**config.mk**
```make
export PLATFORM = sky130hd
export DESIGN_NAME = vc_map_top
export DESIGN_NICKNAME = d
export VERILOG_FILES = /design/src/hdl/vc_map_pkg.sv /design/src/hdl/vc_map_top.sv /design/src/hdl/vc_map_ctrl.sv /design/src/hdl/req_tracker.sv /design/src/hdl/vc_map_stage.sv
export VERILOG_INCLUDE_DIRS = /design/src /design/src/include
export SDC_FILE = /design/constraint.sdc
export NUM_CORES = 1
export LEC_CHECK = 0
export ABC_AREA = 1
export BUFFER_PORTS_ARGS = -buffer_cell sky130_fd_sc_hd__buf_4
export CORE_ASPECT_RATIO = 1.25
export CORE_MARGIN = 4
export CORE_UTILIZATION = 50
export CTS_BUF_LIST = sky130_fd_sc_hd__clkbuf_16
export DETAILED_ROUTE_END_ITERATION = 8
export HOLD_SLACK_MARGIN = 0.06
export PLACE_DENSITY_LB_ADDON = 0.08
export SLEW_MARGIN = 20
export SYNTH_ARGS = -nofsm -noshare
export SYNTH_HDL_FRONTEND = slang
export SYNTH_HIERARCHICAL = 1
export SYNTH_SLANG_ARGS = --single-unit
```
**constraint.sdc**
```tcl
create_clock -name clk -period 8.7 [get_ports clk]
set_clock_uncertainty 0.2 [all_clocks]
set_input_delay 0.87 -clock clk [delete_from_list [all_inputs] [get_ports clk]]
set_output_delay 0.87 -clock clk [all_outputs]
set_load 0.02 [all_outputs]
```
**src/include/vc_map_cfg.svh**
```systemverilog
`ifndef VC_MAP_CFG_SVH
`define VC_MAP_CFG_SVH

// ==================================================
// Widths of the request fields
// ==================================================

// Byte address carried by every read and write request
`define VC_MAP_ADDR_W 32

// Tag that the requester uses to match responses
`define VC_MAP_TAG_W 8

// Write data carried next to the tag
`define VC_MAP_DATA_W 32

// ==================================================
// Channel mapping defaults and limits
// ==================================================

// Share of VA traffic sent to VL0, counted in sixty-fourths
`define VC_MAP_RATIO_W 6

// Ratio in force after reset gives 16:24:24 over VL0, VH0 and VH1
`define VC_MAP_RATIO_DEFAULT 16

// Largest number of issued but unanswered requests on one channel
`define VC_MAP_MAX_ACTIVE 128

// Cycles spent in DRAIN before the fence may leave
`define VC_MAP_FENCE_DELAY 8

`endif
```
**src/hdl/vc_map_pkg.sv**
```systemverilog
`include "vc_map_cfg.svh"

package vc_map_pkg;

    // ==================================================
    // Channel codes
    // ==================================================

    // VA is virtual and is replaced with one of the three physical channels
    // VL0 is the low latency link, VH0 and VH1 are the two high bandwidth links
    typedef enum logic [1:0]
    {
        VC_VA  = 2'd0,
        VC_VL0 = 2'd1,
        VC_VH0 = 2'd2,
        VC_VH1 = 2'd3
    } t_vc;

    // ==================================================
    // Request fields
    // ==================================================

    typedef logic [`VC_MAP_ADDR_W-1:0] t_addr;

    // Fraction of VA requests that go to VL0, in sixty-fourths
    typedef logic [`VC_MAP_RATIO_W-1:0] t_ratio;

    // Read requests carry only the tag used to match the response
    typedef struct packed
    {
        logic [`VC_MAP_TAG_W-1:0] tag;
    } t_rd_payload;

    // Write requests carry the tag and the data word
    typedef struct packed
    {
        logic [`VC_MAP_TAG_W-1:0]  tag;
        logic [`VC_MAP_DATA_W-1:0] data;
    } t_wr_payload;

    // ==================================================
    // Mapping controller
    // ==================================================

    // IDLE accepts configuration, the other states run the fence sequence
    // DRAIN waits for writes to retire, EMIT_FENCE offers the fence,
    // WAIT_FENCE_RSP waits for its answer and WAIT_QUIET lets reads settle
    typedef enum logic [2:0]
    {
        IDLE,
        DRAIN,
        EMIT_FENCE,
        WAIT_FENCE_RSP,
        WAIT_QUIET
    } t_map_state;

endpackage

```
**src/hdl/vc_map_top.sv**
```systemverilog
`timescale 1ns/1ps

`include "vc_map_cfg.svh"

// Request channel mapper with separate read and write paths
module vc_map_top
    import vc_map_pkg::*;
(
    input  logic        clk,
    input  logic        reset,

    // ==================================================
    // Read requests
    // ==================================================
    input  logic        rd_in_valid,
    output logic        rd_in_ready,
    input  t_addr       rd_in_addr,
    input  t_vc         rd_in_vc,
    input  t_rd_payload rd_in_payload,

    output logic        rd_out_valid,
    input  logic        rd_out_ready,
    output t_addr       rd_out_addr,
    output t_vc         rd_out_vc,
    output t_rd_payload rd_out_payload,

    // ==================================================
    // Write requests
    // ==================================================
    input  logic        wr_in_valid,
    output logic        wr_in_ready,
    input  t_addr       wr_in_addr,
    input  t_vc         wr_in_vc,
    input  t_wr_payload wr_in_payload,

    output logic        wr_out_valid,
    input  logic        wr_out_ready,
    output t_addr       wr_out_addr,
    output t_vc         wr_out_vc,
    output t_wr_payload wr_out_payload,

    // Response pulses from memory
    input  logic        rd_rsp_valid,
    input  logic        wr_rsp_valid,

    // Fence channel
    output logic        fence_valid,
    input  logic        fence_ready,
    input  logic        fence_rsp_valid,

    // Configuration and event
    input  logic        cfg_valid,
    output logic        cfg_ready,
    input  t_ratio      cfg_ratio,
    input  logic        cfg_map_enable,
    output logic        map_changed
);

    t_ratio ratio;
    logic   map_enable;
    logic   block;
    logic   rd_busy;
    logic   wr_busy;
    logic   rd_active;
    logic   wr_active;

    vc_map_ctrl u_ctrl
    (
        .clk             (clk),
        .reset           (reset),
        .cfg_valid       (cfg_valid),
        .cfg_ready       (cfg_ready),
        .cfg_ratio       (cfg_ratio),
        .cfg_map_enable  (cfg_map_enable),
        .rd_busy         (rd_busy),
        .wr_busy         (wr_busy),
        .rd_active       (rd_active),
        .wr_active       (wr_active),
        .fence_valid     (fence_valid),
        .fence_ready     (fence_ready),
        .fence_rsp_valid (fence_rsp_valid),
        .ratio           (ratio),
        .map_enable      (map_enable),
        .block           (block),
        .map_changed     (map_changed)
    );

    vc_map_stage #(.t_payload(t_rd_payload)) u_rd_stage
    (
        .clk         (clk),
        .reset       (reset),
        .in_valid    (rd_in_valid),
        .in_ready    (rd_in_ready),
        .in_addr     (rd_in_addr),
        .in_vc       (rd_in_vc),
        .in_payload  (rd_in_payload),
        .out_valid   (rd_out_valid),
        .out_ready   (rd_out_ready),
        .out_addr    (rd_out_addr),
        .out_vc      (rd_out_vc),
        .out_payload (rd_out_payload),
        .ratio       (ratio),
        .map_enable  (map_enable),
        .block       (block),
        .busy        (rd_busy)
    );

    vc_map_stage #(.t_payload(t_wr_payload)) u_wr_stage
    (
        .clk         (clk),
        .reset       (reset),
        .in_valid    (wr_in_valid),
        .in_ready    (wr_in_ready),
        .in_addr     (wr_in_addr),
        .in_vc       (wr_in_vc),
        .in_payload  (wr_in_payload),
        .out_valid   (wr_out_valid),
        .out_ready   (wr_out_ready),
        .out_addr    (wr_out_addr),
        .out_vc      (wr_out_vc),
        .out_payload (wr_out_payload),
        .ratio       (ratio),
        .map_enable  (map_enable),
        .block       (block),
        .busy        (wr_busy)
    );

    // Requests are counted when they leave toward memory
    req_tracker #(.MAX_ACTIVE(`VC_MAP_MAX_ACTIVE)) u_rd_tracker
    (
        .clk      (clk),
        .reset    (reset),
        .note_req (rd_out_valid && rd_out_ready),
        .note_rsp (rd_rsp_valid),
        .active   (rd_active)
    );

    req_tracker #(.MAX_ACTIVE(`VC_MAP_MAX_ACTIVE)) u_wr_tracker
    (
        .clk      (clk),
        .reset    (reset),
        .note_req (wr_out_valid && wr_out_ready),
        .note_rsp (wr_rsp_valid),
        .active   (wr_active)
    );

endmodule

```
**src/hdl/vc_map_ctrl.sv**
```systemverilog
`timescale 1ns/1ps

`include "vc_map_cfg.svh"

// Owns the mapping ratio and enable, and runs the fence sequence that
// makes a ratio change safe for requests already in flight
module vc_map_ctrl
    import vc_map_pkg::*;
(
    input  logic   clk,
    input  logic   reset,

    // Configuration handshake
    input  logic   cfg_valid,
    output logic   cfg_ready,
    input  t_ratio cfg_ratio,
    input  logic   cfg_map_enable,

    // Activity of the two stages and of the outstanding request counters
    input  logic   rd_busy,
    input  logic   wr_busy,
    input  logic   rd_active,
    input  logic   wr_active,

    // Fence request and its response pulse
    output logic   fence_valid,
    input  logic   fence_ready,
    input  logic   fence_rsp_valid,

    // Configuration in force, sent to both stages
    output t_ratio ratio,
    output logic   map_enable,
    output logic   block,

    // One-cycle event when a new ratio takes effect
    output logic   map_changed
);

    localparam int DELAY_W = $clog2(`VC_MAP_FENCE_DELAY + 1);
    localparam logic [DELAY_W-1:0] DELAY_MAX = DELAY_W'(`VC_MAP_FENCE_DELAY);

    t_map_state       state;
    t_ratio           pend_ratio;
    logic             pend_enable;
    logic [DELAY_W-1:0] delay_cnt;
    logic             drained;

    // Configuration is only taken while no sequence is running
    assign cfg_ready = (state == IDLE);

    // Writes must have retired before the fence, otherwise it would not
    // order them against requests mapped with the new ratio
    assign drained = !rd_busy && !wr_busy && !wr_active && (delay_cnt == DELAY_MAX);

    // ==================================================
    // Fence delay timer
    // ==================================================

    // Counts up in DRAIN and holds once it reaches the delay
    always_ff @(posedge clk)
    begin
        if (reset || (state != DRAIN))
        begin
            delay_cnt <= '0;
        end
        else if (delay_cnt != DELAY_MAX)
        begin
            delay_cnt <= delay_cnt + 1'b1;
        end
    end

    // ==================================================
    // State machine
    // ==================================================

    always_ff @(posedge clk)
    begin
        if (reset)
        begin
            state       <= IDLE;
            ratio       <= t_ratio'(`VC_MAP_RATIO_DEFAULT);
            map_enable  <= 1'b1;
            block       <= 1'b0;
            fence_valid <= 1'b0;
            map_changed <= 1'b0;
        end
        else
        begin
            // The event is a single pulse unless set again below
            map_changed <= 1'b0;

            case (state)
                IDLE:
                begin
                    if (cfg_valid)
                    begin
                        if (cfg_ratio != ratio)
                        begin
                            // A new ratio moves addresses between channels
                            // so traffic stops until all channels agree
                            block <= 1'b1;
                            state <= DRAIN;
                        end
                        else
                        begin
                            // Enable alone takes effect at once, and an
                            // unchanged value simply rewrites itself
                            map_enable <= cfg_map_enable;
                        end
                    end
                end

                DRAIN:
                begin
                    if (drained)
                    begin
                        fence_valid <= 1'b1;
                        state       <= EMIT_FENCE;
                    end
                end

                EMIT_FENCE:
                begin
                    if (fence_ready)
                    begin
                        fence_valid <= 1'b0;
                        state       <= WAIT_FENCE_RSP;
                    end
                end

                WAIT_FENCE_RSP:
                begin
                    if (fence_rsp_valid)
                    begin
                        ratio       <= pend_ratio;
                        map_enable  <= pend_enable;
                        map_changed <= 1'b1;
                        state       <= WAIT_QUIET;
                    end
                end

                WAIT_QUIET:
                begin
                    // Reads issued under the old ratio must finish first
                    if (!rd_active)
                    begin
                        block <= 1'b0;
                        state <= IDLE;
                    end
                end

                default:
                begin
                    state <= IDLE;
                end
            endcase
        end
    end

    // Pending configuration is captured on every accepted cfg transfer
    always_ff @(posedge clk)
    begin
        if (cfg_valid && cfg_ready)
        begin
            pend_ratio  <= cfg_ratio;
            pend_enable <= cfg_map_enable;
        end
    end

    a_fence_in_state: assert property (@(posedge clk) disable iff (reset)
        fence_valid |-> (state == EMIT_FENCE));

    a_changed_pulse: assert property (@(posedge clk) disable iff (reset)
        map_changed |=> !map_changed);

endmodule

```
**src/hdl/req_tracker.sv**
```systemverilog
`timescale 1ns/1ps

`include "vc_map_cfg.svh"

// Counts requests that were issued on one channel and not yet answered
module req_tracker
#(
    parameter int MAX_ACTIVE = `VC_MAP_MAX_ACTIVE
)
(
    input  logic clk,
    input  logic reset,

    // One pulse per issued request and one per returned response
    input  logic note_req,
    input  logic note_rsp,

    // Low only when nothing is outstanding
    output logic active
);

    localparam int CNT_W = $clog2(MAX_ACTIVE + 1);

    logic [CNT_W-1:0] count;

    always_ff @(posedge clk)
    begin
        if (reset)
        begin
            count  <= '0;
            active <= 1'b0;
        end
        else
        begin
            // A request and a response in the same cycle leave the count as is
            if (note_req && !note_rsp)
            begin
                count <= count + 1'b1;
            end
            else if (!note_req && note_rsp)
            begin
                count <= count - 1'b1;
            end

            // Rises right after an issue and falls one cycle after the count
            // reaches zero, so the flag never claims idle too early
            active <= (count != '0) || note_req;
        end
    end

    // The memory side never answers a request that was not issued
    a_no_orphan_rsp: assert property (@(posedge clk) disable iff (reset)
        note_rsp |-> (count != '0));

    // The requester side keeps within the outstanding limit
    a_max_active: assert property (@(posedge clk) disable iff (reset)
        !((count == CNT_W'(MAX_ACTIVE)) && note_req && !note_rsp));

endmodule

```
**src/hdl/vc_map_stage.sv**
```systemverilog
`timescale 1ns/1ps

// Registered valid/ready stage that replaces the VA channel of a request
// with a physical channel chosen from a hash of the address
module vc_map_stage
    import vc_map_pkg::*;
#(
    parameter type t_payload = t_rd_payload
)
(
    input  logic     clk,
    input  logic     reset,

    // Request from the requester side
    input  logic     in_valid,
    output logic     in_ready,
    input  t_addr    in_addr,
    input  t_vc      in_vc,
    input  t_payload in_payload,

    // Request toward memory, with its channel already decided
    output logic     out_valid,
    input  logic     out_ready,
    output t_addr    out_addr,
    output t_vc      out_vc,
    output t_payload out_payload,

    // Mapping configuration from the controller
    input  t_ratio   ratio,
    input  logic     map_enable,
    input  logic     block,

    // High while the register holds a request
    output logic     busy
);

    // ==================================================
    // Address hash
    // ==================================================

    // Fold the address into six bits so that one address always lands on
    // the same channel, whatever order the requests come in
    // The top two address bits form a short sixth field
    function automatic t_ratio hash_idx(t_addr a);
        return a[5:0] ^ a[11:6] ^ a[17:12] ^ a[23:18] ^ a[29:24] ^ {4'b0000, a[31:30]};
    endfunction

    t_ratio in_idx;
    t_vc    map_vc;
    logic   accept;

    always_comb
    begin
        in_idx = hash_idx(in_addr);
        map_vc = in_vc;

        // Only VA requests are remapped, and only while mapping is on
        if (map_enable && (in_vc == VC_VA))
        begin
            if (in_idx < ratio)
            begin
                map_vc = VC_VL0;
            end
            else
            begin
                // Split the rest evenly between the two high bandwidth links
                map_vc = in_idx[0] ? VC_VH0 : VC_VH1;
            end
        end
    end

    // ==================================================
    // Output register
    // ==================================================

    // Take a new request when the register is empty or drains this cycle
    // The controller closes the input while it changes the ratio
    assign in_ready = !block && (!out_valid || out_ready);
    assign accept   = in_valid && in_ready;
    assign busy     = out_valid;

    always_ff @(posedge clk)
    begin
        if (reset)
        begin
            out_valid <= 1'b0;
        end
        else if (accept)
        begin
            out_valid <= 1'b1;
        end
        else if (out_ready)
        begin
            out_valid <= 1'b0;
        end
    end

    // The channel is fixed here with the ratio in force at acceptance
    always_ff @(posedge clk)
    begin
        if (accept)
        begin
            out_addr    <= in_addr;
            out_vc      <= map_vc;
            out_payload <= in_payload;
        end
    end

    // A stalled request must not change under the receiver
    a_hold_stable: assert property (@(posedge clk) disable iff (reset)
        out_valid && !out_ready |=> out_valid && $stable(out_addr) &&
                                    $stable(out_vc) && $stable(out_payload));

endmodule

```
# Word-level counts from Yosys, hierarchy flattened
# Cells that the tools add are included.
dict set report totals {
  elab_cells 135
  regBits 160
}
dict set report classes {
  n_reduce_logical 47
  add_sub_neg 5
  mux 33
  n_lt_le_gt_ge 2
  n_eq_ne 15
  n_bitwise 11
}
# operator n
set op_table {}
lappend op_table {{$xor 6x6->6} 8}
lappend op_table {{$mux 8} 4}
lappend op_table {{$mux 3} 6}
lappend op_table {{$add 8x1->8 const B} 2}
lappend op_table {{$logic_and 1x1->1} 16}
lappend op_table {{$reduce_bool 8->1} 2}
lappend op_table {{$sub 8x1->8 const B} 2}
lappend op_table {{$mux 1} 15}
lappend op_table {{$pmux 3 s5} 1}
lappend op_table {{$reduce_bool 2->1} 7}
lappend op_table {{$lt 6x6->1} 2}
lappend op_table {{$ne 2x2->1 const B} 6}
lappend op_table {{$xor 6x2->6} 2}
lappend op_table {{$logic_not 1->1} 8}
lappend op_table {{$mux 2} 4}
lappend op_table {{$reduce_and 4->1} 2}
lappend op_table {{$eq 3x2->1 const B} 2}
lappend op_table {{$ne 6x6->1} 1}
lappend op_table {{$pmux 1 s2} 3}
lappend op_table {{$reduce_and 6->1} 1}
lappend op_table {{$logic_or 1x1->1} 5}
lappend op_table {{$add 4x1->4 const B} 1}
lappend op_table {{$eq 4x4->1 const B} 1}
lappend op_table {{$logic_not 2->1} 2}
lappend op_table {{other kinds (10)} 10}

# Logic depth before layout (Yosys ltp)
# Gate-level depths: netlist of the first run.
dict set report logic_depth {
  word_depth 8
  depth_mapped 14
  mapped_depth_nobuf 14
}

# Cells and area by module
# Netlist of the first run, hierarchy kept.
# module seq_area_each_um2 instances cells_each area_each_um2
set by_module_without_submodules {}
lappend by_module_without_submodules {{vc_map_stage at u_wr_stage} 2242.2 1 156 2750.1}
lappend by_module_without_submodules {{vc_map_stage at u_rd_stage} 1281.2 1 124 1789.2}
lappend by_module_without_submodules {req_tracker 180.2 2 98 706.9}
lappend by_module_without_submodules {vc_map_ctrl 550.5 1 147 1126.1}
lappend by_module_without_submodules {vc_map_top 0.0 1 4 15.0}

# Worst setup path after synthesis of the first run
# No wires, ideal clock.
dict set report synth_path {
  path_type {input to register}
  startpoint {input port wr_out_ready}
  endpoint {register u_wr_stage.out_addr[0], enable pin}
  n_path_buf 0
  t_arrival_ns 6.364
  setup_ns 0.615
  cell_stages 2
  path_slack_ns 1.521
  cell_sequence {nor2_1 -> nor3b_1}
}
dict set report synth_via {
  elab_chain_cells 3
}
# item line
set synth_rtl {}
lappend synth_rtl {{start, declared} vc_map_top.sv:37} ;# input logic wr_out_ready,
lappend synth_rtl {{$logic_or 1x1->1} vc_map_stage.sv:78} ;# assign in_ready = !block && (!out_valid || out_ready);
lappend synth_rtl {{$logic_and 1x1->1} vc_map_stage.sv:78}
lappend synth_rtl {{$logic_and 1x1->1} vc_map_stage.sv:79} ;# assign accept = in_valid && in_ready;
lappend synth_rtl {{named net u_wr_stage.accept} vc_map_stage.sv:50} ;# logic accept;
lappend synth_rtl {{end signal, assigned} vc_map_stage.sv:103} ;# out_addr <= in_addr;
lappend synth_rtl {{end, declared} vc_map_stage.sv:24} ;# output t_addr out_addr,
# The timed path passes the listed nets, and every way through them passes these cells.
# A chain may end at the register's enable or synchronous reset.

# Worst setup path after layout of the first run
dict set report layout_path {
  startpoint {input port wr_out_ready}
  endpoint {output port wr_in_ready}
}
dict set report layout_via {
  elab_chain_cells 2
}
# item line
set layout_rtl {}
lappend layout_rtl {{$logic_or 1x1->1} vc_map_stage.sv:78}
lappend layout_rtl {{$logic_and 1x1->1} vc_map_stage.sv:78}
lappend layout_rtl {{end, declared} vc_map_top.sv:31} ;# output logic wr_in_ready,
# No other way between the ends.

==> summary.txt, run 1 <==
# fillers = 1,015
Die Span Y = 141 µm
Critical R2R Launch = u_wr_stage/busy
hold crit path type = flop to flop
Synth Net Count = 789
Slowest Stage Delay on Critical Path = 200 ps
post-synthesis xor/xnor area fraction = 0.0697
Slew @ Worst Pin = 958 ps
share of synthesized registers carrying an async set or reset = 0
number of global-route vias before repair = 5,426
Post-CTS Setup Bufs = 0
Inserted Clock Buffers = 17
Synth Area in Simple Gates = 0.161
share of cells above drive strength 1 = 0.371
synthesized area = 7090 µm²
Routed WL per cell = 16.4 µm
Final nets = 1,062
Post-Layout Cell Count = 1,087
die extent in x = 115 µm
diodes inserted = 0
Hold Violations, Final = 0
# rows = 48
Setup violations, final = 0
Detailed Route Iter0 Violations = 286
path type of the worst setup path = primary input to output pin
startpoint types = primary input
headroom to the max-slew limit = 0.361
vias post-DR = 5,295
worst-path cell chain = buf_4 > nor2_1 > nor2_1 > buf_4
post-synthesis adder-cell area fraction = 0.0515
Reg clk slew, reported paths = 60 ps
Setup crit end = wr_in_ready
RSZ-0062 raised after global routing = no
Combinational Power Share = 0.286
pin count of the biggest net entering global routing = 76
Synth Instances = 627
final setup margin = 6220 ps
Worst Setup End Kind = output pin
Net Sw Frac = 0.321
Port Buffer Count = 256
antenna violation net count after detailed routing = 0
clk sinks = 160
R2R setup slack = 6520 ps
Pins Over Slew Limit = 0
critical path fanouts, max = 3
Starting Density = 0.511
initial antenna violation count = 0
CTS Hold Bufs = 0
EDFF count, synth = 123
Levels on crit path = 4
core area = 13,900 µm²
P&R area growth vs syn = 38.4%
Placer Congestion = 0.828
clk buf depth = 2
dpl hpwl = 13.8 mm
Final Cell Area = 9820 µm²
origin of the worst setup path = wr_out_ready
Psw = 0.792 mW
CP top delay family = buffers and inverters
GR Util All Layers = 0.218
crit path max-delay cell type = nor2_1
clk root buf = clkbuf_16
Static Leak = 4.53 nW
Syn. warnings = 6
Place WS = 5820 ps
status = completed
CP arrival = 1410 ps
worst flop-to-flop path endpoint = u_wr_tracker/count[5]
routed wire length = 17.8 mm
total design power = 2.47 mW
htree depth = 4
CTS tree = yes
Placed Area = 9220 µm²
Initial DRT Pass Iterations = 4
Clock power frac = 0.305
minimum clock period = 2480 ps
I/O Pins = 257
Setup TNS = 0 ps
Distinct cells, synth = 40
vias per inst = 4.87
DRC violation count after routing = 0
Max Cap Viol = 0
ranking of synthesized cells by area = edfxtp_1 52%, dfxtp_1 10%, nand2_1 6.2%
power density cells = 252 nW/µm²
Seq cells post-synth = 160
fmax = 0.404 GHz
Mapped Avg Cell Area = 11.3 µm²
Placed Instances = 1,056
most frequent cell after synthesis = edfxtp_1
VDD IR max = 0.197 mV
latest clock arrival within the worst-skew pair = 410 ps
r2r worst-path depth = 12
remaining global-route overflow = 0
internal power component = 1.68 mW
Seq pwr share = 0.410
Synth top area share = 0.521
largest area contributor in the netlist = edfxtp_1
part of the Yosys area used for sequential elements = 0.625
Synth Area in Compound Gates = 0.0404
Top FF cell, synth = edfxtp_1
# resized after CTS = 0
wire length of the first global-routing pass = 27.4 mm
die area = 16,200 µm²
top post-synthesis cells by count = 123 x edfxtp_1, 117 x nand2_1, 81 x inv_1, 57 x nor2_1, 37 x dfxtp_1
final period utilization = 0.285
main combinational cell family by area after synthesis = simple AND/OR/NAND/NOR gates
Crit path required time = 7630 ps
multiplexer share of the synthesized area = 0
CP bufs+invs = 2
[cells by family (layout without fill, tap and decap cells)]
logic type / after synthesis / count (layout)
adder cells (fa/ha/maj): 28 / 28
flip-flops: 160 / 160
buffers and inverters: 93 / 378
AND/OR/NAND/NOR: 250 / 250
AO/OA/AOI/OAI: 43 / 43
XOR/XNOR: 53 / 53
[how the worst min path moves through the flow]
stage | end | cells past startpoint | slack (ps) | startpoint
floorplan | u_ctrl/ratio[4] | 2 | 230 | u_ctrl/pend_ratio[4]
global placement | u_ctrl/ratio[4] | 2 | 240 | u_ctrl/pend_ratio[4]
detailed placement | u_ctrl/ratio[4] | 2 | 260 | u_ctrl/pend_ratio[4]
CTS | u_ctrl/ratio[4] | 2 | 280 | u_ctrl/pend_ratio[4]
global route | u_ctrl/ratio[2] | 2 | 330 | u_ctrl/pend_ratio[2]
finish | u_ctrl/ratio[4] | 2 | 270 | u_ctrl/pend_ratio[4]
[layout by cell type, fill, tap and decap left out, types with 2 or more instances in the layout]
cell        count
buf_4         258
edfxtp_1      123
nand2_1       117
inv_1          81
nor2_1         57
dfxtp_1        37
nand3_1        31
ha_1           26
xor2_1         26
xnor2_1        23
clkbuf_16      17
nand2_2        15
a21oi_1        13
o21ai_0         9
inv_6           7
nor2_2          7
inv_2           7
nand3b_1        6
o211ai_1        5
or2_4           4
nor3_1          3
o21ai_1         3
inv_8           2
clkinvlp_4      2
bufinv_16       2
nor3b_2         2
xnor2_2         2
a211oi_2        2
a21o_1          2
o21bai_1        2
nor4_1          2
a31oi_1         2
a21oi_4         2
xor2_2          2
nand3b_4        2
fa_1            2
[flip-flops by register name, indices dropped and copies added, names as in the netlist, 2 cells and up]
register,count
u_wr_stage/out_payload,40
u_rd_stage/out_addr,32
u_wr_stage/out_addr,32
u_rd_stage/out_payload,8
u_rd_tracker/count,8
u_wr_tracker/count,8
u_ctrl/pend_ratio,6
u_ctrl/ratio,6
u_ctrl/delay_cnt,4
u_ctrl/state,3
u_rd_stage/out_vc,2
u_wr_stage/out_vc,2
[worst register-to-register path: cells and delay by family, from the launching register on]
family                   cells  cell delay [ps]
adder cells (fa/ha/maj)      2              550
buffers and inverters        3              260
flip-flops                   1              390
AND/OR/NAND/NOR              7              670
[power groups by stage]
stage | Combinational [mW] | Clock, mW | Sequential, mW
2_1_floorplan | 0.362 | 0 | 1.12
3_3_place_gp | 0.687 | 0 | 1.02
3_5_place_dp | 0.705 | 0 | 1.03
4_1_cts | 0.710 | 0.766 | 1.01
5_1_grt | 0.778 | 0.801 | 1.02
6_report | 0.706 | 0.752 | 1.01
[area by class of cell]
type | instances | area (µm²) | area share
inverter | 89 | 334 | 0.0340
tap | 175 | 219 | 0.0223
clock inverter | 14 | 168 | 0.0171
sequential | 160 | 4430 | 0.452
multi-input combinational | 374 | 2300 | 0.234
clock buffer | 17 | 425 | 0.0433
timing repair buffer | 258 | 1940 | 0.197
[metrics by stage]
| step | util | hold slack [ps] |
|---|---|---|
| 3_5_place_dp | 0.665 | 259 |
| 3_3_place_gp | 0.665 | 243 |
| 6_report | 0.708 | 274 |
| 5_1_grt | 0.708 | 328 |
| 2_1_floorplan | - | 229 |
| 4_1_cts | 0.708 | 275 |
[per-layer routing]
layer	up-vias	wire length (µm)	GRT usage
met5	-	0	0
met4	0	290	0.0707
met3	17	1320	0.0554
met2	186	9820	0.407
met1	2476	6410	0.238
li1	2616	-	-
Note: power is estimated with default switching activity, not from simulation.
==> inputs of run 2 (changes only) <==
--- a/config.mk
+++ b/config.mk
@@ -10,7 +10,7 @@
 export BUFFER_PORTS_ARGS = -buffer_cell sky130_fd_sc_hd__buf_4
 export CORE_ASPECT_RATIO = 1.25
 export CORE_MARGIN = 4
-export CORE_UTILIZATION = 50
+export CORE_UTILIZATION = 45
 export CTS_BUF_LIST = sky130_fd_sc_hd__clkbuf_16
 export DETAILED_ROUTE_END_ITERATION = 8
 export HOLD_SLACK_MARGIN = 0.06
==> constraint.sdc (replaced) <==
create_clock -name clk -period 2.1 [get_ports clk]
set_clock_uncertainty 0.2 [all_clocks]
set_input_delay 0.21 -clock clk [delete_from_list [all_inputs] [get_ports clk]]
set_output_delay 0.21 -clock clk [all_outputs]
set_load 0.02 [all_outputs]
==> summary.txt, run 2 (synthesis gave the netlist of run 1 again) <==
Static Leak = 5.22 nW
# rows = 51
Clock power frac = 0.287
P&R area growth vs syn = 61.4%
Starting Density = 0.458
CTS tree = yes
Final nets = 1,199
number of global-route vias before repair = 6,119
Register Area = 4440 µm²
max FFs per register = 40
Reg with most FFs = u_wr_stage/out_payload
VDD IR max = 0.572 mV
clk sinks = 160
headroom to the max-slew limit = 0.721
clk root buf = clkbuf_16
fmax = 0.492 GHz
Inserted Clock Buffers = 17
Max Cap Viol = 0
Combinational Power Share = 0.313
Slew @ Worst Pin = 414 ps
wire length of the first global-routing pass = 31.4 mm
Pins Over Slew Limit = 0
htree depth = 4
R2R setup slack = 150 ps
Seq pwr share = 0.400
Setup crit end = u_wr_stage/out_vc[1]
remaining global-route overflow = 0
minimum clock period = 2030 ps
Crit path required time = 2080 ps
die extent in x = 120 µm
DRC violation count after routing = 0
share of cells above drive strength 1 = 0.341
Largest regs = u_wr_stage/out_payload x40, u_rd_stage/out_addr x32, u_wr_stage/out_addr x32
Hold Violations, Final = 0
antenna violation net count after detailed routing = 0
Critical R2R Launch = u_rd_stage/busy
Post-CTS Setup Bufs = 0
Placer Congestion = 0.790
internal power component = 7.10 mW
Reg clk slew, reported paths = 70 ps
Detailed Route Iter0 Violations = 349
Routed WL per cell = 16.5 µm
vias post-DR = 5,955
hold crit path type = primary input to flop
Setup violations, final = 0
critical path fanouts, max = 2
status = completed
Worst Setup End Kind = flop
pin count of the biggest net entering global routing = 76
latest clock arrival within the worst-skew pair = 420 ps
Psw = 3.43 mW
total design power = 10.5 mW
r2r worst-path depth = 12
power density cells = 920 nW/µm²
hold slack final = 68.4 ps
final period utilization = 0.967
I/O Pins = 257
Port Buffer Count = 256
commonest non-fill, non-tap cell in the layout = buf_4
vias per inst = 4.71
Initial DRT Pass Iterations = 6
worst flop-to-flop path endpoint = u_rd_tracker/count[7]
RSZ-0062 raised after global routing = no
GR Util All Layers = 0.226
initial antenna violation count = 1
startpoint types = primary input
commonest non-fill, non-tap cells in the layout = 252 x buf_4, 131 x dlygate4sd3_1, 123 x edfxtp_1
CP arrival = 2010 ps
Net Sw Frac = 0.326
core area = 15,500 µm²
origin of the worst setup path = wr_in_addr[26]
# fillers = 1,055
dpl hpwl = 13.9 mm
multi-input logic area = 2460 µm²
Die Span Y = 148 µm
path type of the worst setup path = primary input to flop
clk buf depth = 2
routed wire length = 20.8 mm
die area = 17,900 µm²
[run 2: how the worst min path moves through the flow]
stage	start	endpoint	slack (ps)	depth (start not counted)
after detailed placement	rd_in_payload[7]	u_rd_stage/out_payload[7]	190	1
final	wr_rsp_valid	u_wr_tracker/count[2]	70	5
after global placement	wr_in_payload[26]	u_wr_stage/out_payload[26]	190	1
after CTS	wr_rsp_valid	u_wr_tracker/count[2]	80	5
after global routing	wr_rsp_valid	u_wr_tracker/count[2]	90	5
after floorplan	reset	u_ctrl/block	70	1
[run 2: area by class of cell]
| type | instances | area share |
|---|---|---|
| well taps | 212 | 0.0232 |
| multi-input cells | 374 | 0.215 |
| inverters | 89 | 0.0296 |
| diodes | 1 | 0.000219 |
| repair buffers | 395 | 0.294 |
| flip-flops and latches | 160 | 0.387 |
| clock inverters | 15 | 0.0132 |
| clock buffers | 17 | 0.0372 |
[run 2: power by group through the flow]
stage,logic (mW),clock network [mW],registers (mW)
6_report,3.29,3.03,4.21
5_1_grt,3.60,3.25,4.26
4_1_cts,3.21,3.08,4.19
3_5_place_dp,2.99,0,4.26
3_3_place_gp,2.91,0,4.24
2_1_floorplan,1.51,0,4.60
[run 2: repair_timing]
item,4_1_cts,5_1_grt
hold buffers,131,10
hold endpoints to repair,141,10
gates resized for setup,0,32
endpoints found under the setup margin,0,8
[run 2: worst max-delay path: stages]
cell           delay (ps)
dlygate4sd3_1         540
buf_4                 160
xnor2_1               210
xor2_1                210
ha_2                  300
nand2_1                70
nor2_2                 40
nand2_1                50
nand2_1                60
a21o_1                160
[run 2: metal layers]
layer | GRT usage | wire, µm | vias up
met5 | 0 | 0 | -
met4 | 0.0805 | 514 | 0
met3 | 0.0567 | 1240 | 39
met2 | 0.431 | 11500 | 184
met1 | 0.241 | 7550 | 2838
li1 | - | - | 2894
[run 2: metrics by stage]
step	util	setup slack [ps]	area, µm²	instances	TNS (ps)
2_1_floorplan	-	-854	7120	627	-91450
3_3_place_gp	0.604	-164	9360	1099	-298
3_5_place_dp	0.604	-176	9360	1099	-294
4_1_cts	0.725	1.09	11200	1262	0
5_1_grt	0.738	5.06	11500	1263	0
6_report	0.738	68.5	11500	1263	0
==> inputs of run 3 (changes only) <==
--- a/config.mk
+++ b/config.mk
@@ -10,7 +10,7 @@
 export BUFFER_PORTS_ARGS = -buffer_cell sky130_fd_sc_hd__buf_4
 export CORE_ASPECT_RATIO = 1.25
 export CORE_MARGIN = 4
-export CORE_UTILIZATION = 45
+export CORE_UTILIZATION = 44
 export CTS_BUF_LIST = sky130_fd_sc_hd__clkbuf_16
 export DETAILED_ROUTE_END_ITERATION = 8
 export HOLD_SLACK_MARGIN = 0.06
@@ -18,5 +18,4 @@
 export SLEW_MARGIN = 20
 export SYNTH_ARGS = -nofsm -noshare
 export SYNTH_HDL_FRONTEND = slang
-export SYNTH_HIERARCHICAL = 1
 export SYNTH_SLANG_ARGS = --single-unit
==> summary.txt, run 3 <==
EDFF count, synth = 123
largest area contributor in the netlist = edfxtp_1
clk sinks = 160
total design power = 9.19 mW
power density cells = 801 nW/µm²
worst-path cell chain = nand2_4 > inv_4 > ha_4 > clkinv_8 > fa_2 > nand3_2 > nand2_2 > nand2_2 > nand2_1 > a21o_1 > a21oi_2 > o21ai_1 > nand2_1 > inv_1
Setup violations, final = 1
Detailed Route Iter0 Violations = 239
ranking of synthesized cells by area = edfxtp_1 55%, dfxtp_1 11%, nand2_1 5.1%
clk root buf = clkbuf_16
Port Buffer Count = 256
share of cells above drive strength 1 = 0.378
Largest regs = u_wr_stage.out_payload x40, u_rd_stage.out_addr x32, u_wr_stage.out_addr x32
part of the Yosys area used for sequential elements = 0.656
GR Util All Layers = 0.223
vias post-DR = 5,762
Setup TNS = -2.35 ps
Static Leak = 5.15 nW
commonest non-fill, non-tap cell in the layout = buf_4
met2 routed WL = 11.7 mm
CP arrival = 2220 ps
Pins Over Slew Limit = 0
Post-Layout Cell Count = 1,191
VDD IR max = 0.504 mV
path type of the worst setup path = flop to flop
met1 WL = 7.44 mm
Synth Instances = 564
Die Span Y = 147 µm
critical path fanouts, max = 7
max FFs per register = 40
Max Cap Viol = 0
routed wire length on met3 = 1.08 mm
Syn. warnings = 0
Register Area = 4440 µm²
Initial DRT Pass Iterations = 4
core area = 15,000 µm²
Reg clk slew, reported paths = 60 ps
hold crit path type = primary input to flop
routed wire length = 20.6 mm
Routed WL per cell = 17.3 µm
clk buf depth = 2
Synth top area share = 0.546
CTS tree = yes
startpoint types = flop
P&R area growth vs syn = 69.7%
most frequent cell after synthesis = edfxtp_1
Reg with most FFs = u_wr_stage.out_payload
top post-synthesis cells by count = 123 x edfxtp_1, 92 x nand2_1, 62 x inv_1, 39 x nor2_1, 37 x dfxtp_1
# fillers = 963
Final nets = 1,158
pin count of the biggest net entering global routing = 62
headroom to the max-slew limit = 0.723
vias per inst = 4.84
hold slack final = 91.0 ps
Slew @ Worst Pin = 412 ps
Slowest Stage Delay on Critical Path = 360 ps
final setup margin = -2.35 ps
highest routed layer = met4
dpl hpwl = 13.0 mm
Inserted Clock Buffers = 17
die area = 17,400 µm²
I/O Pins = 257
fmax = 0.476 GHz
Hold Violations, Final = 0
Top FF cell, synth = edfxtp_1
latest clock arrival within the worst-skew pair = 420 ps
status = complete, but fails checks
initial antenna violation count = 1
number of global-route vias before repair = 5,875
wire length of the first global-routing pass = 30.4 mm
antenna violation net count after detailed routing = 0
commonest non-fill, non-tap cells in the layout = 267 x buf_4, 131 x dlygate4sd3_1, 123 x edfxtp_1
DRC violation count after routing = 0
failing checks = setup timing
share of synthesized registers carrying an async set or reset = 0
remaining global-route overflow = 0
synthesized area = 6760 µm²
Distinct cells, synth = 40
htree depth = 4
Mapped Avg Cell Area = 12.0 µm²
Synth Net Count = 726
die extent in x = 119 µm
Seq cells post-synth = 160
RSZ-0062 raised after global routing = yes
multi-input logic area = 2380 µm²
crit path max-delay cell type = fa_2
Crit path required time = 2220 ps
Starting Density = 0.450
Worst Setup End Kind = flop
# rows = 50
final period utilization = 1.00
Placed Instances = 1,013
Placer Congestion = 0.874
minimum clock period = 2100 ps
## run 3: cell families (layout without fill, tap and decap cells)
group	count (synthesis)	in the layout	synth area share
buffers and inverters	75	519	0.0448
adders and majority gates	28	28	0.0540
DFF	160	160	0.656
and+or+nand+nor	179	179	0.115
other	0	1	0
xor gates and xnor gates	61	61	0.0790
AOI/OAI and AO/OA	61	61	0.0518
## run 3: layer usage
metal | track usage | up-vias
li1 | - | 2776
met1 | 0.241 | 2769
met2 | 0.419 | 190
met3 | 0.0480 | 27
met4 | 0.0893 | 0
met5 | 0 | -
## run 3: final timing paths
check | start | end | slack (ps) | cells past startpoint
setup / recovery | u_wr_stage.busy | u_wr_tracker.count[6] | -2 | 14
hold / removal | rd_out_ready | u_rd_tracker.count[6] | 90 | 6
setup reg to reg | u_wr_stage.busy | u_wr_tracker.count[6] | -2 | 14
hold reg to reg | u_ctrl.map_enable | u_ctrl.map_enable | 260 | 2
## run 3: final cells by class
type	count	share of cell area
diodes	1	0.000218
clock buffers	17	0.0371
clock inverters	14	0.0112
inverters	70	0.0253
multi-input cells	329	0.207
flip-flops and latches	160	0.387
well taps	182	0.0198
repair buffers	418	0.312
## run 3: power breakdown
group,leakage (nW),internal (mW),total [mW],switching (mW)
clock network,0.276,1.72,2.93,1.21
logic,3.40,1.18,2.38,1.20
registers,1.48,3.72,3.88,0.154
## run 3: worst max-delay path: cells and delay by family, from the launching register on
kind | cells | cell delay, ps
adders and majority gates | 2 | 520
and+or+nand+nor | 6 | 390
AOI/OAI and AO/OA | 3 | 380
DFF | 1 | 350
buffers and inverters | 3 | 170
## run 3: metrics by stage
stage	util	area, µm²	setup slack, ps
floorplan	-	6830	-922
global placement	0.605	9090	-204
detailed placement	0.605	9090	-247
CTS	0.733	11000	-21.8
global route	0.764	11500	-144
finish	0.764	11500	-2.35
## run 3: repair_timing
| item | CTS | global route |
|---|---|---|
| endpoints found under the setup margin | 6 | 12 |
| endpoints found under the hold margin | 145 | 17 |
| resized for setup | 6 | 74 |
| setup buffers | 0 | 8 |
| hold buffers | 131 | 17 |
| pin swaps | 1 | 41 |
